===== src/source/mem_pkg.sv =====
package mem_pkg;

    // Datapath widths
    localparam int NB_DATA    = 32;     // Data word
    localparam int NB_ADDR    = 32;     // ALU result, used as address
    localparam int NB_PC      = 32;     // Program counter
    localparam int NB_REG     = 5;      // Register bank index

    // Data memory geometry
    localparam int NB_DM_ADDR = 5;      // Word index into data memory
    localparam int MEM_DEPTH  = 32;     // Words in data memory

    // Subword sizes for loads and stores
    localparam int NB_HALF    = 16;     // Halfword
    localparam int NB_BYTE    = 8;      // Byte

endpackage


===== src/source/mem_buses.sv =====
`timescale 1ns/1ps

// Controller side of the data memory, no handshake
interface dm_bus_if;
    import mem_pkg::*;

    logic                  enable;          // Memory enable from datapath
    logic                  mem_write;       // Store strobe
    logic                  mem_read;        // Load or debug read
    logic [NB_DM_ADDR-1:0] address;         // Word index
    logic [NB_DATA-1:0]    write_data;      // Masked store data
    logic [NB_DATA-1:0]    read_data;       // Raw memory word

    // Address and mem_read come from the stage's debug select
    modport controller (
        output enable,
        output mem_write,
        output write_data,
        input  read_data
    );

    modport memory (
        input  enable,
        input  mem_write,
        input  mem_read,
        input  address,
        input  write_data,
        output read_data
    );
endinterface

// Writeback fields from MEM to the MEM/WB register
interface wb_bus_if;
    import mem_pkg::*;

    logic               reg_write;          // WB stage flag
    logic               mem_to_reg;         // WB stage flag
    logic               r31_ctrl;           // Link register select
    logic               hlt;                // Halt marker
    logic [NB_DATA-1:0] mem_data;           // Extended load data
    logic [NB_ADDR-1:0] alu_result;         // R type and store results
    logic [NB_REG-1:0]  selected_reg;       // rd or rt
    logic [NB_PC-1:0]   pc;

    modport stage (
        output reg_write, mem_to_reg, r31_ctrl, hlt,
        output mem_data, alu_result, selected_reg, pc
    );

    modport latch (
        input  reg_write, mem_to_reg, r31_ctrl, hlt,
        input  mem_data, alu_result, selected_reg, pc
    );
endinterface


===== src/source/data_mem_controller.sv =====
`timescale 1ns/1ps

module data_mem_controller (
    input  logic                        i_signed,       // Sign extend loads
    input  logic                        i_mem_write,
    input  logic                        i_word_en,
    input  logic                        i_halfword_en,
    input  logic                        i_byte_en,
    input  logic                        i_enable,
    input  logic [mem_pkg::NB_DATA-1:0] i_write_data,   // Register B from EX
    output logic [mem_pkg::NB_DATA-1:0] o_read_data,    // To WB or debug unit
    dm_bus_if.controller                dm
);
    import mem_pkg::*;

    logic [NB_HALF-1:0] load_half;
    logic [NB_BYTE-1:0] load_byte;

    assign dm.enable    = i_enable;
    assign dm.mem_write = i_mem_write;

    assign load_half = dm.read_data[NB_HALF-1:0];
    assign load_byte = dm.read_data[NB_BYTE-1:0];

    // Store path keeps only the low part for subword sizes
    always_comb begin
        if (i_word_en) begin
            dm.write_data = i_write_data;
        end else if (i_halfword_en) begin
            dm.write_data = {{(NB_DATA-NB_HALF){1'b0}}, i_write_data[NB_HALF-1:0]};
        end else if (i_byte_en) begin
            dm.write_data = {{(NB_DATA-NB_BYTE){1'b0}}, i_write_data[NB_BYTE-1:0]};
        end else begin
            dm.write_data = i_write_data;       // No size given, full word
        end
    end

    // Load path extends the low byte or halfword of the memory word
    always_comb begin
        if (i_word_en) begin
            o_read_data = dm.read_data;
        end else if (i_halfword_en) begin
            if (i_signed) begin
                o_read_data = {{(NB_DATA-NB_HALF){load_half[NB_HALF-1]}}, load_half};
            end else begin
                o_read_data = {{(NB_DATA-NB_HALF){1'b0}}, load_half};
            end
        end else if (i_byte_en) begin
            if (i_signed) begin
                o_read_data = {{(NB_DATA-NB_BYTE){load_byte[NB_BYTE-1]}}, load_byte};
            end else begin
                o_read_data = {{(NB_DATA-NB_BYTE){1'b0}}, load_byte};
            end
        end else begin
            o_read_data = dm.read_data;
        end
    end

endmodule


===== src/source/data_memory.sv =====
`timescale 1ns/1ps

module data_memory (
    input  logic     i_clock,
    dm_bus_if.memory dm
);
    import mem_pkg::*;

    logic [NB_DATA-1:0] mem [MEM_DEPTH];    // Register file storage

    // Stores land on the edge, visible to a load the next cycle
    always_ff @(posedge i_clock) begin
        if (dm.enable && dm.mem_write) begin
            mem[dm.address] <= dm.write_data;
        end
    end

    // Read gated by mem_read, zero otherwise
    assign dm.read_data = dm.mem_read ? mem[dm.address] : '0;

endmodule


===== src/source/mem_stage.sv =====
`timescale 1ns/1ps

module mem_stage (
    input  logic                           i_clock,
    input  logic                           i_du_flag,           // Debug unit owns the port
    input  logic                           i_du_read_enable,    // Debug unit
    input  logic [mem_pkg::NB_DM_ADDR-1:0] i_du_read_address,   // Debug unit
    input  logic                           i_dm_enable,
    input  logic                           i_signed,
    input  logic                           i_mem_read,
    input  logic                           i_mem_write,
    input  logic                           i_word_en,
    input  logic                           i_halfword_en,
    input  logic                           i_byte_en,
    input  logic                           i_branch,
    input  logic                           i_zero,              // ALU zero flag
    input  logic [mem_pkg::NB_PC-1:0]      i_branch_addr,
    input  logic [mem_pkg::NB_ADDR-1:0]    i_alu_result,        // Also the memory address
    input  logic [mem_pkg::NB_DATA-1:0]    i_write_data,
    input  logic [mem_pkg::NB_REG-1:0]     i_selected_reg,
    input  logic                           i_reg_write,
    input  logic                           i_mem_to_reg,
    input  logic                           i_r31_ctrl,
    input  logic [mem_pkg::NB_PC-1:0]      i_pc,
    input  logic                           i_hlt,
    output logic                           o_branch_taken,      // IF mux select
    output logic [mem_pkg::NB_PC-1:0]      o_branch_addr,
    output logic [mem_pkg::NB_DATA-1:0]    o_mem_data,          // Extended load data
    wb_bus_if.stage                        wb
);
    import mem_pkg::*;

    dm_bus_if dm_bus ();

    // Debug unit takes over read flag and address
    always_comb begin
        if (i_du_flag) begin
            dm_bus.mem_read = i_du_read_enable;
            dm_bus.address  = i_du_read_address;
        end else begin
            dm_bus.mem_read = i_mem_read;
            dm_bus.address  = i_alu_result[NB_DM_ADDR-1:0];   // Word index only
        end
    end

    data_mem_controller u_controller (
        .i_signed      (i_signed),
        .i_mem_write   (i_mem_write),
        .i_word_en     (i_word_en),
        .i_halfword_en (i_halfword_en),
        .i_byte_en     (i_byte_en),
        .i_enable      (i_dm_enable),
        .i_write_data  (i_write_data),
        .o_read_data   (o_mem_data),
        .dm            (dm_bus)
    );

    data_memory u_memory (
        .i_clock (i_clock),
        .dm      (dm_bus)
    );

    assign o_branch_taken = i_zero & i_branch;
    assign o_branch_addr  = i_branch_addr;

    // Fields on to WB
    assign wb.reg_write    = i_reg_write;
    assign wb.mem_to_reg   = i_mem_to_reg;
    assign wb.r31_ctrl     = i_r31_ctrl;
    assign wb.hlt          = i_hlt;
    assign wb.mem_data     = o_mem_data;
    assign wb.alu_result   = i_alu_result;
    assign wb.selected_reg = i_selected_reg;
    assign wb.pc           = i_pc;

endmodule


===== src/source/mem_wb_register.sv =====
`timescale 1ns/1ps

module mem_wb_register (
    input  logic                        i_clock,
    input  logic                        i_reset,
    wb_bus_if.latch                     wb,
    output logic                        o_reg_write,
    output logic                        o_mem_to_reg,
    output logic                        o_r31_ctrl,
    output logic                        o_hlt,
    output logic [mem_pkg::NB_DATA-1:0] o_mem_data,
    output logic [mem_pkg::NB_ADDR-1:0] o_alu_result,
    output logic [mem_pkg::NB_REG-1:0]  o_selected_reg,
    output logic [mem_pkg::NB_PC-1:0]   o_pc
);

    // Control flags, cleared so WB stays idle after reset
    always_ff @(posedge i_clock) begin
        if (i_reset) begin
            o_reg_write  <= 1'b0;
            o_mem_to_reg <= 1'b0;
            o_r31_ctrl   <= 1'b0;
            o_hlt        <= 1'b0;
        end else begin
            o_reg_write  <= wb.reg_write;
            o_mem_to_reg <= wb.mem_to_reg;
            o_r31_ctrl   <= wb.r31_ctrl;
            o_hlt        <= wb.hlt;
        end
    end

    // Data fields
    always_ff @(posedge i_clock) begin
        if (i_reset) begin
            o_mem_data     <= '0;
            o_alu_result   <= '0;
            o_selected_reg <= '0;
            o_pc           <= '0;
        end else begin
            o_mem_data     <= wb.mem_data;
            o_alu_result   <= wb.alu_result;
            o_selected_reg <= wb.selected_reg;
            o_pc           <= wb.pc;
        end
    end

endmodule


===== src/source/mem_pipeline_top.sv =====
`timescale 1ns/1ps

module mem_pipeline_top (
    input  logic                           i_clock,
    input  logic                           i_reset,
    input  logic                           i_du_flag,
    input  logic                           i_du_read_enable,
    input  logic [mem_pkg::NB_DM_ADDR-1:0] i_du_read_address,
    input  logic                           i_dm_enable,
    input  logic                           i_signed,
    input  logic                           i_mem_read,
    input  logic                           i_mem_write,
    input  logic                           i_word_en,
    input  logic                           i_halfword_en,
    input  logic                           i_byte_en,
    input  logic                           i_branch,
    input  logic                           i_zero,
    input  logic [mem_pkg::NB_PC-1:0]      i_branch_addr,
    input  logic [mem_pkg::NB_ADDR-1:0]    i_alu_result,
    input  logic [mem_pkg::NB_DATA-1:0]    i_write_data,
    input  logic [mem_pkg::NB_REG-1:0]     i_selected_reg,
    input  logic                           i_reg_write,
    input  logic                           i_mem_to_reg,
    input  logic                           i_r31_ctrl,
    input  logic [mem_pkg::NB_PC-1:0]      i_pc,
    input  logic                           i_hlt,
    output logic                           o_branch_taken,
    output logic [mem_pkg::NB_PC-1:0]      o_branch_addr,
    output logic [mem_pkg::NB_DATA-1:0]    o_du_mem_data,       // Same cycle load data
    output logic                           o_wb_reg_write,
    output logic                           o_wb_mem_to_reg,
    output logic                           o_wb_r31_ctrl,
    output logic                           o_wb_hlt,
    output logic [mem_pkg::NB_DATA-1:0]    o_wb_mem_data,
    output logic [mem_pkg::NB_ADDR-1:0]    o_wb_alu_result,
    output logic [mem_pkg::NB_REG-1:0]     o_wb_selected_reg,
    output logic [mem_pkg::NB_PC-1:0]      o_wb_pc
);

    wb_bus_if wb_bus ();

    mem_stage u_mem_stage (
        .i_clock           (i_clock),
        .i_du_flag         (i_du_flag),
        .i_du_read_enable  (i_du_read_enable),
        .i_du_read_address (i_du_read_address),
        .i_dm_enable       (i_dm_enable),
        .i_signed          (i_signed),
        .i_mem_read        (i_mem_read),
        .i_mem_write       (i_mem_write),
        .i_word_en         (i_word_en),
        .i_halfword_en     (i_halfword_en),
        .i_byte_en         (i_byte_en),
        .i_branch          (i_branch),
        .i_zero            (i_zero),
        .i_branch_addr     (i_branch_addr),
        .i_alu_result      (i_alu_result),
        .i_write_data      (i_write_data),
        .i_selected_reg    (i_selected_reg),
        .i_reg_write       (i_reg_write),
        .i_mem_to_reg      (i_mem_to_reg),
        .i_r31_ctrl        (i_r31_ctrl),
        .i_pc              (i_pc),
        .i_hlt             (i_hlt),
        .o_branch_taken    (o_branch_taken),
        .o_branch_addr     (o_branch_addr),
        .o_mem_data        (o_du_mem_data),
        .wb                (wb_bus)
    );

    mem_wb_register u_mem_wb (
        .i_clock        (i_clock),
        .i_reset        (i_reset),
        .wb             (wb_bus),
        .o_reg_write    (o_wb_reg_write),
        .o_mem_to_reg   (o_wb_mem_to_reg),
        .o_r31_ctrl     (o_wb_r31_ctrl),
        .o_hlt          (o_wb_hlt),
        .o_mem_data     (o_wb_mem_data),
        .o_alu_result   (o_wb_alu_result),
        .o_selected_reg (o_wb_selected_reg),
        .o_pc           (o_wb_pc)
    );

endmodule


===== config.mk =====
export PLATFORM = sky130hd
export DESIGN_NAME = mem_pipeline_top
export DESIGN_NICKNAME = d
export VERILOG_FILES = /design/src/source/mem_pkg.sv /design/src/source/mem_buses.sv /design/src/source/data_mem_controller.sv /design/src/source/data_memory.sv /design/src/source/mem_stage.sv /design/src/source/mem_wb_register.sv /design/src/source/mem_pipeline_top.sv
export SDC_FILE = /design/constraint.sdc
export NUM_CORES = 1
export LEC_CHECK = 0
export ABC_AREA = 0
export CAP_MARGIN = 20
export CORE_MARGIN = 2
export CORE_UTILIZATION = 26
export CTS_CLUSTER_DIAMETER = 80
export DETAILED_ROUTE_END_ITERATION = 10
export DONT_BUFFER_PORTS = 1
export GPL_TIMING_DRIVEN = 0
export PLACE_DENSITY = 0.5
export SLEW_MARGIN = 20
export SYNTH_ARGS = -nofsm -noshare
export SYNTH_HDL_FRONTEND = slang
export SYNTH_SLANG_ARGS = --single-unit
export TNS_END_PERCENT = 100

===== constraint.sdc =====
create_clock -name i_clock -period 4.4 [get_ports i_clock]
set_input_delay 0.88 -clock i_clock [delete_from_list [all_inputs] [get_ports i_clock]]
set_output_delay 0.88 -clock i_clock [all_outputs]
set_load 0.01 [all_outputs]

==> out/qor.txt, run 1 <==
Status = completed
Vias/cell = 4.94
WP data arrival = 3.52 ns
Startpoint types = primary input
Syn_nets = 3,461
Pint = 18,000 uW
Synth area leader = edfxtp_1
RSZ-0062 raised after global routing = true
Reg2Reg Depth = 7
I/O Buffers = 0
Tmin final = 4.40 ns
Post-synth EDFFs = 1,024
Pre-antenna DRT Iters = 5
Clk_lat worst skew = 0.76 ns
I/O Pins = 325
Hold Buf Count CTS = 0
H-tree Lvls = 3
GRT Util Overall = 17.5%
Area growth syn-to-layout = 21.5%
Mapped Area = 44,100 um2
Die area = 173,000 um2
Least-Margin Pin Slew = 1.11 ns
CP required = 3.52 ns
Initial Utilization = 26.1%
Max reg flops = 1,024
FF+latch area = 32,900 um2
Clk network pwr share = 41.4%
Ys Warns = 0
Sequential power share = 50.1%
Vias in the first global route = 27,300
CTS Buf Count = 116
CTS Sinks = 1,129
Placeable Area = 169,000 um2
Final Non-Filler Cells = 5,829
Mapped Cells = 3,306
Seq/Total Area, Yosys = 74.6%
Largest reg by FF count = u_mem_stage.u_memory.mem
Final Max Tran Viols = 0
Distinct cell type count after synthesis = 67
Sw Pwr = 5820 uW
Antenna violations before repair = 9
Sw Share = 24.4%
Commonest cells post-synth = edfxtp_1, nand2_1, nand3_1
Die Y-Extent = 416 um
Core Rows = 151
Hold Vio Cnt, Final = 0
Final TNS setup = 0 ns
CTS tree = yes
Primary FF master, synth = edfxtp_1
Final wirelength = 155 mm
WL per Instance = 26.7 um
Fillers = 16,600
P per Cell Area = 445 nW/um2
Clock Tree Root = clkbuf_16
Via count = 28,800
Clock transition at the registers of the reported paths = 0.06 ns
Dpl hpwl = 107 mm
Largest net degree at the start of global routing = 33
Dpl cells = 5,597
Period utilization = 100%
Max Clock Skew = 0.0253 ns
Yosys reg bits = 1,129
Final setup violating endpoints = 0
Post-synth ARST share = 0%
Most common cell in the netlist = edfxtp_1
Antenna-violating nets left = 0
GRT overflow = 0
First-pass GRT wire length = 215 mm
Max Root-Sink Buffers = 3
Combinational fraction of design power = 8.5%
Largest cells by area after synthesis = edfxtp_1, nand2_1, dfxtp_1
Initial DRC Count = 3,514
Synth top area share = 69.8%
Post-layout total power = 23,800 uW
Syn avg cell area = 13.3 um2
Max_slew headroom = 25.7%
Pleak = 0.0181 uW
Fmax = 227 MHz
Crit Path Class = in2out
RePlAce Congestion = 0.843
Hold path depth = 0
Total of max-cap violations = 0
Net count, final = 3,660
Worst hold path class = in2reg
Layout cell share with drive strength beyond 1 = 17.4%
CP endpoint kind = output pin
Area of the multi-input gates = 10,700 um2
DRC = 0
Max FO, Critical Path = 10
VDD IR max = 352 uV
Die X = 416 um
==> cells in the final DEF (no fill, tap or decap), types with 7 or more instances in the layout <==
cell type  synthesis  routed
o22ai_1           35      33
and2_2             0      17
mux2i_1           64      62
and3_1            57      57
buf_2            100      56
a21oi_2           16      16
edfxtp_1        1024    1024
clkbuf_4           0      22
buf_6              4      10
buf_4             53     101
a21o_1            10      10
or3_1             23      23
nor4_2             7       9
clkinv_2           0      18
nand2_1          864     864
nor2b_4            0       8
nor2_4             0      33
buf_1             20       7
nand4_1            7       7
nand3_1          321     321
clkbuf_2           0      28
a21oi_1          175     174
a31oi_1           58      49
nor4_4             1       9
mux4_2            11      11
clkbuf_16          0     119
or4_1             22      11
clkinv_1           0      17
clkbuf_1          61      50
dfxtp_1          105     105
buf_12             0      28
buf_16             0      44
clkbuf_8           0      11
nor2_1            56      23
diode_2            0       7
nor2b_1          101      92
or4_4              0      11
==> path summary, 6_finish.rpt <==
| path | start | endpoint | slack (ns) |
|---|---|---|---|
| worst max-delay path | i_du_read_address[3] | o_du_mem_data[17] | 0.0006 |
| worst min-delay path | i_write_data[7] | u_mem_stage.u_memory.mem[10][7]$_DFFE_PP_ | 0.23 |
| worst max register to register | u_mem_stage.u_memory.mem[1][7]$_DFFE_PP_ | u_mem_wb.o_mem_data[10]$_SDFF_PP0_ | 2.05 |
| worst min register to register | u_mem_stage.u_memory.mem[4][18]$_DFFE_PP_ | u_mem_wb.o_mem_data[18]$_SDFF_PP0_ | 0.82 |
==> cell type report <==
| type | count | area share [%] |
|---|---|---|
| flip-flops and latches | 1129 | 61.4 |
| multi-input cells | 1936 | 20.0 |
| clock buffers | 160 | 6.07 |
| well taps | 2218 | 5.19 |
| repair buffers | 86 | 3.56 |
| plain buffers | 233 | 2.74 |
| clock inverters | 57 | 0.982 |
| diodes | 7 | 0.0327 |
| inverters | 3 | 0.0210 |
==> repair_timing <==
action,4_1_cts,5_1_grt
resized for setup,160,41
endpoints found under the hold margin,0,0
buffers inserted,11,2
pin swaps,8,4
setup endpoints to repair,784,25
==> layer usage <==
metal | routed length, um | global-route usage (%)
met3 | 12000 | 2.65
met2 | 75400 | 29.5
met1 | 61800 | 22.4
met4 | 6170 | 7.17
met5 | 0 | 0
==> power by group through the flow <==
stage / Clock, uW / Sequential (uW) / Combinational, uW
2_1_floorplan: 0 / 12200 / 1040
3_3_place_gp: 0 / 12200 / 1800
3_5_place_dp: 0 / 12200 / 1900
4_1_cts: 9990 / 11900 / 2000
5_1_grt: 10400 / 11900 / 2140
6_report: 9870 / 11900 / 2020
==> stage by stage <==
step | cell area [um2] | worst slack, ns | utilization [%] | hold slack, ns
2_1_floorplan | 44100 | 0.0717 | - | 0.685
3_3_place_gp | 46800 | -3.84 | 27.7 | 0.881
3_5_place_dp | 48900 | -1.70 | 29.0 | 0.894
4_1_cts | 53300 | 0.00351 | 31.6 | 0.176
5_1_grt | 53500 | -0.0279 | 31.7 | 0.210
6_report | 53500 | 0.000622 | 31.7 | 0.232
==> kinds of logic (layout without fill, tap and decap cells) <==
group           count (synthesis)  in the layout  share of synthesized area, %
flops                        1129           1129                          74.6
compound gates                341            341                          4.77
simple gates                 1517           1517                          15.7
buf+inv                       241            539                          2.86
mux                            78             78                          2.12
other cells                     0              7                             0
==> critical path, stage by stage <==
cell and delay (ns):
buf_2 0.18, and4_1 0.25, a31oi_4 0.20, buf_16 0.20
clkbuf_1 0.65, o22ai_1 0.27, or4_1 0.68, nand2_1 0.17
Power figures use the tool's default switching activity.
==> run 2, diff against run 1 <==
Settings changed: PLACE_DENSITY 0.5 to not set, PLACE_DENSITY_LB_ADDON set to 0.08.
==> run 2 against run 1 <==
Net effect: the flow now finishes with violations (setup timing); sequential share of layout area shrank 1.1 points; design area grew 1.9%; global-route usage grew 2.3 points; worst setup slack lost 0.0071 ns; wire length grew 12%; fmax shrank 0.16%; combinational power grew 5%; largest power group unchanged; critical path depth grew 3; power grew 5.2%; die area is the same; non-clock buffer count grew 16; core utilization grew 0.59 points.
==> out/qor.txt, run 2 (synthesized netlist as in run 1, its figures left out) <==
Initial DRC Count = 2,531
I/O Pins = 325
VDD IR max = 433 uV
Failing checks = setup timing
Antenna violations before repair = 15
Placeable Area = 169,000 um2
RSZ-0062 raised after global routing = true
CTS tree = yes
Antenna-violating nets left = 0
Vias/cell = 4.77
R2R Setup Slk = 2.00 ns
Layout cell share with drive strength beyond 1 = 18.3%
Reg2Reg Depth = 8
DRC = 0
Final Hold Slack = 0.203 ns
Hold Startpoint = i_write_data[7]
Crit Path Class = in2out
Hold EP = u_mem_stage.u_memory.mem[17][7]$_DFFE_PP_
Max Root-Sink Buffers = 3
Dpl hpwl = 120 mm
Crit path setup slack, layout = -0.00644 ns
Area growth syn-to-layout = 23.7%
CP endpoint kind = output pin
Pleak = 0.0186 uW
Core Rows = 151
Tmin final = 4.41 ns
Startpoint types = primary input
Die Y-Extent = 416 um
Max Clock Skew = 0.0208 ns
CTS Buf Count = 135
Hold path depth = 0
Largest net degree at the start of global routing = 33
GRT overflow = 0
Via count = 28,000
CTS Sinks = 1,129
Net count, final = 3,695
Vias in the first global route = 27,500
Final setup violating endpoints = 2
Worst hold path class = in2reg
CP required = 3.52 ns
Worst r2r src = u_mem_stage.u_memory.mem[16][7]$_DFFE_PP_
Clock transition at the registers of the reported paths = 0.06 ns
Initial Utilization = 26.1%
Clock Tree Root = clkbuf_16
Die area = 173,000 um2
Status = finished with violations
Commonest non-fill, non-tap cells in the layout = edfxtp_1, nand2_1, nand3_1, a21oi_1, clkbuf_16
Largest reg by FF count = u_mem_stage.u_memory.mem
I/O Buffers = 0
Top layer in use = met4
GRT Util Overall = 19.8%
Fmax = 227 MHz
Max reg flops = 1,024
Total of max-cap violations = 0
Clk_lat worst skew = 0.78 ns
P per Cell Area = 460 nW/um2
Final Util = 32.3%
Max_slew headroom = 24.7%
Met2 Wirelength = 84.8 mm
Pre-antenna DRT Iters = 5
RePlAce Congestion = 0.771
Pre-CTS setup slack = -1.91 ns
Worst reg2reg path endpoint = u_mem_wb.o_mem_data[9]$_SDFF_PP0_
Die X = 416 um
Max FO, Critical Path = 10
First-pass GRT wire length = 236 mm
Final TNS setup = -0.00936 ns
Hold Vio Cnt, Final = 0
H-tree Lvls = 4
WL met1 = 76.3 mm
Period utilization = 100%
Final wirelength = 174 mm
Final Max Tran Viols = 0
WP data arrival = 3.53 ns
WL per Instance = 29.6 um
Least-Margin Pin Slew = 1.13 ns
Hold Buf Count CTS = 0
Commonest non-fill, non-tap cell in the layout = edfxtp_1
Met3 wire length = 8.27 mm
-- run 2: changes by cell type in the layout (fill, tap and decap cells not counted), moves of 6 or more --
cell / delta
buf_2: -10
buf_6: +8
clkbuf_16: +25
clkbuf_1: +6
buf_12: +12
-- run 2: final cells by class --
class / instances / area (um2)
Antenna cell: 2 / 5.00
Buffer: 231 / 1540
Clock buffer: 189 / 3840
Clock inverter: 58 / 449
Fill cell: 16800 / 114000
Inverter: 3 / 11.3
Multi-Input combinational cell: 1936 / 10800
Sequential cell: 1129 / 32900
Tap cell: 2218 / 2780
Timing Repair Buffer: 104 / 2260
-- run 2: power breakdown --
group          switching (uW)  internal (uW)  total, uW
clock network            4630           6360      11000
registers                71.2          11900      11900
logic                    1490            640       2130
-- run 2: per-stage QoR --
step | total power, uW | cells | instance area [um2]
4_1_cts | 25300 | 5871 | 54300
3_5_place_dp | 14200 | 5613 | 49300
2_1_floorplan | 13200 | 3306 | 44100
5_1_grt | 25800 | 5868 | 54500
6_report | 25100 | 5870 | 54500
3_3_place_gp | 14100 | 5524 | 46800
-- run 2: critical path: stages --
cell	delay [ns]
buf_6	0.13
mux2i_4	0.25
buf_12	0.16
buf_6	0.19
clkbuf_4	0.29
nand2_1	0.07
and3_1	0.19
a31oi_1	0.27
o22ai_1	0.24
or4_1	0.66
nand2_1	0.17
-- run 2: worst max-delay path by stage --
stage | startpoint | to | slack (ns) | cells past startpoint
6_report | i_du_flag | o_du_mem_data[17] | -0.006 | 11
5_1_grt | i_du_flag | o_du_mem_data[24] | -0.02 | 12
4_1_cts | i_du_flag | o_du_mem_data[24] | -0.08 | 14
3_5_place_dp | i_alu_result[4] | o_du_mem_data[24] | -1.91 | 9
3_3_place_gp | i_du_flag | u_mem_stage.u_memory.mem[14][7]$_DFFE_PP_ | -4.88 | 8
2_1_floorplan | i_du_flag | u_mem_stage.u_memory.mem[0][0]$_DFFE_PP_ | 0.07 | 8
-- run 2: per-layer routing --
metal,track usage (%),vias up
met5,0,-
met4,5.15,0
met3,2.82,201
met2,33.7,896
met1,26.4,14400
li1,-,12500
-- run 2: timing repair --
action                                  in CTS  in global routing
pin swaps                                    6                  1
gates cloned                                 0                  0
resized for setup                          185                 57
endpoints found under the setup margin    1036                 44
buffers inserted                            15                  0
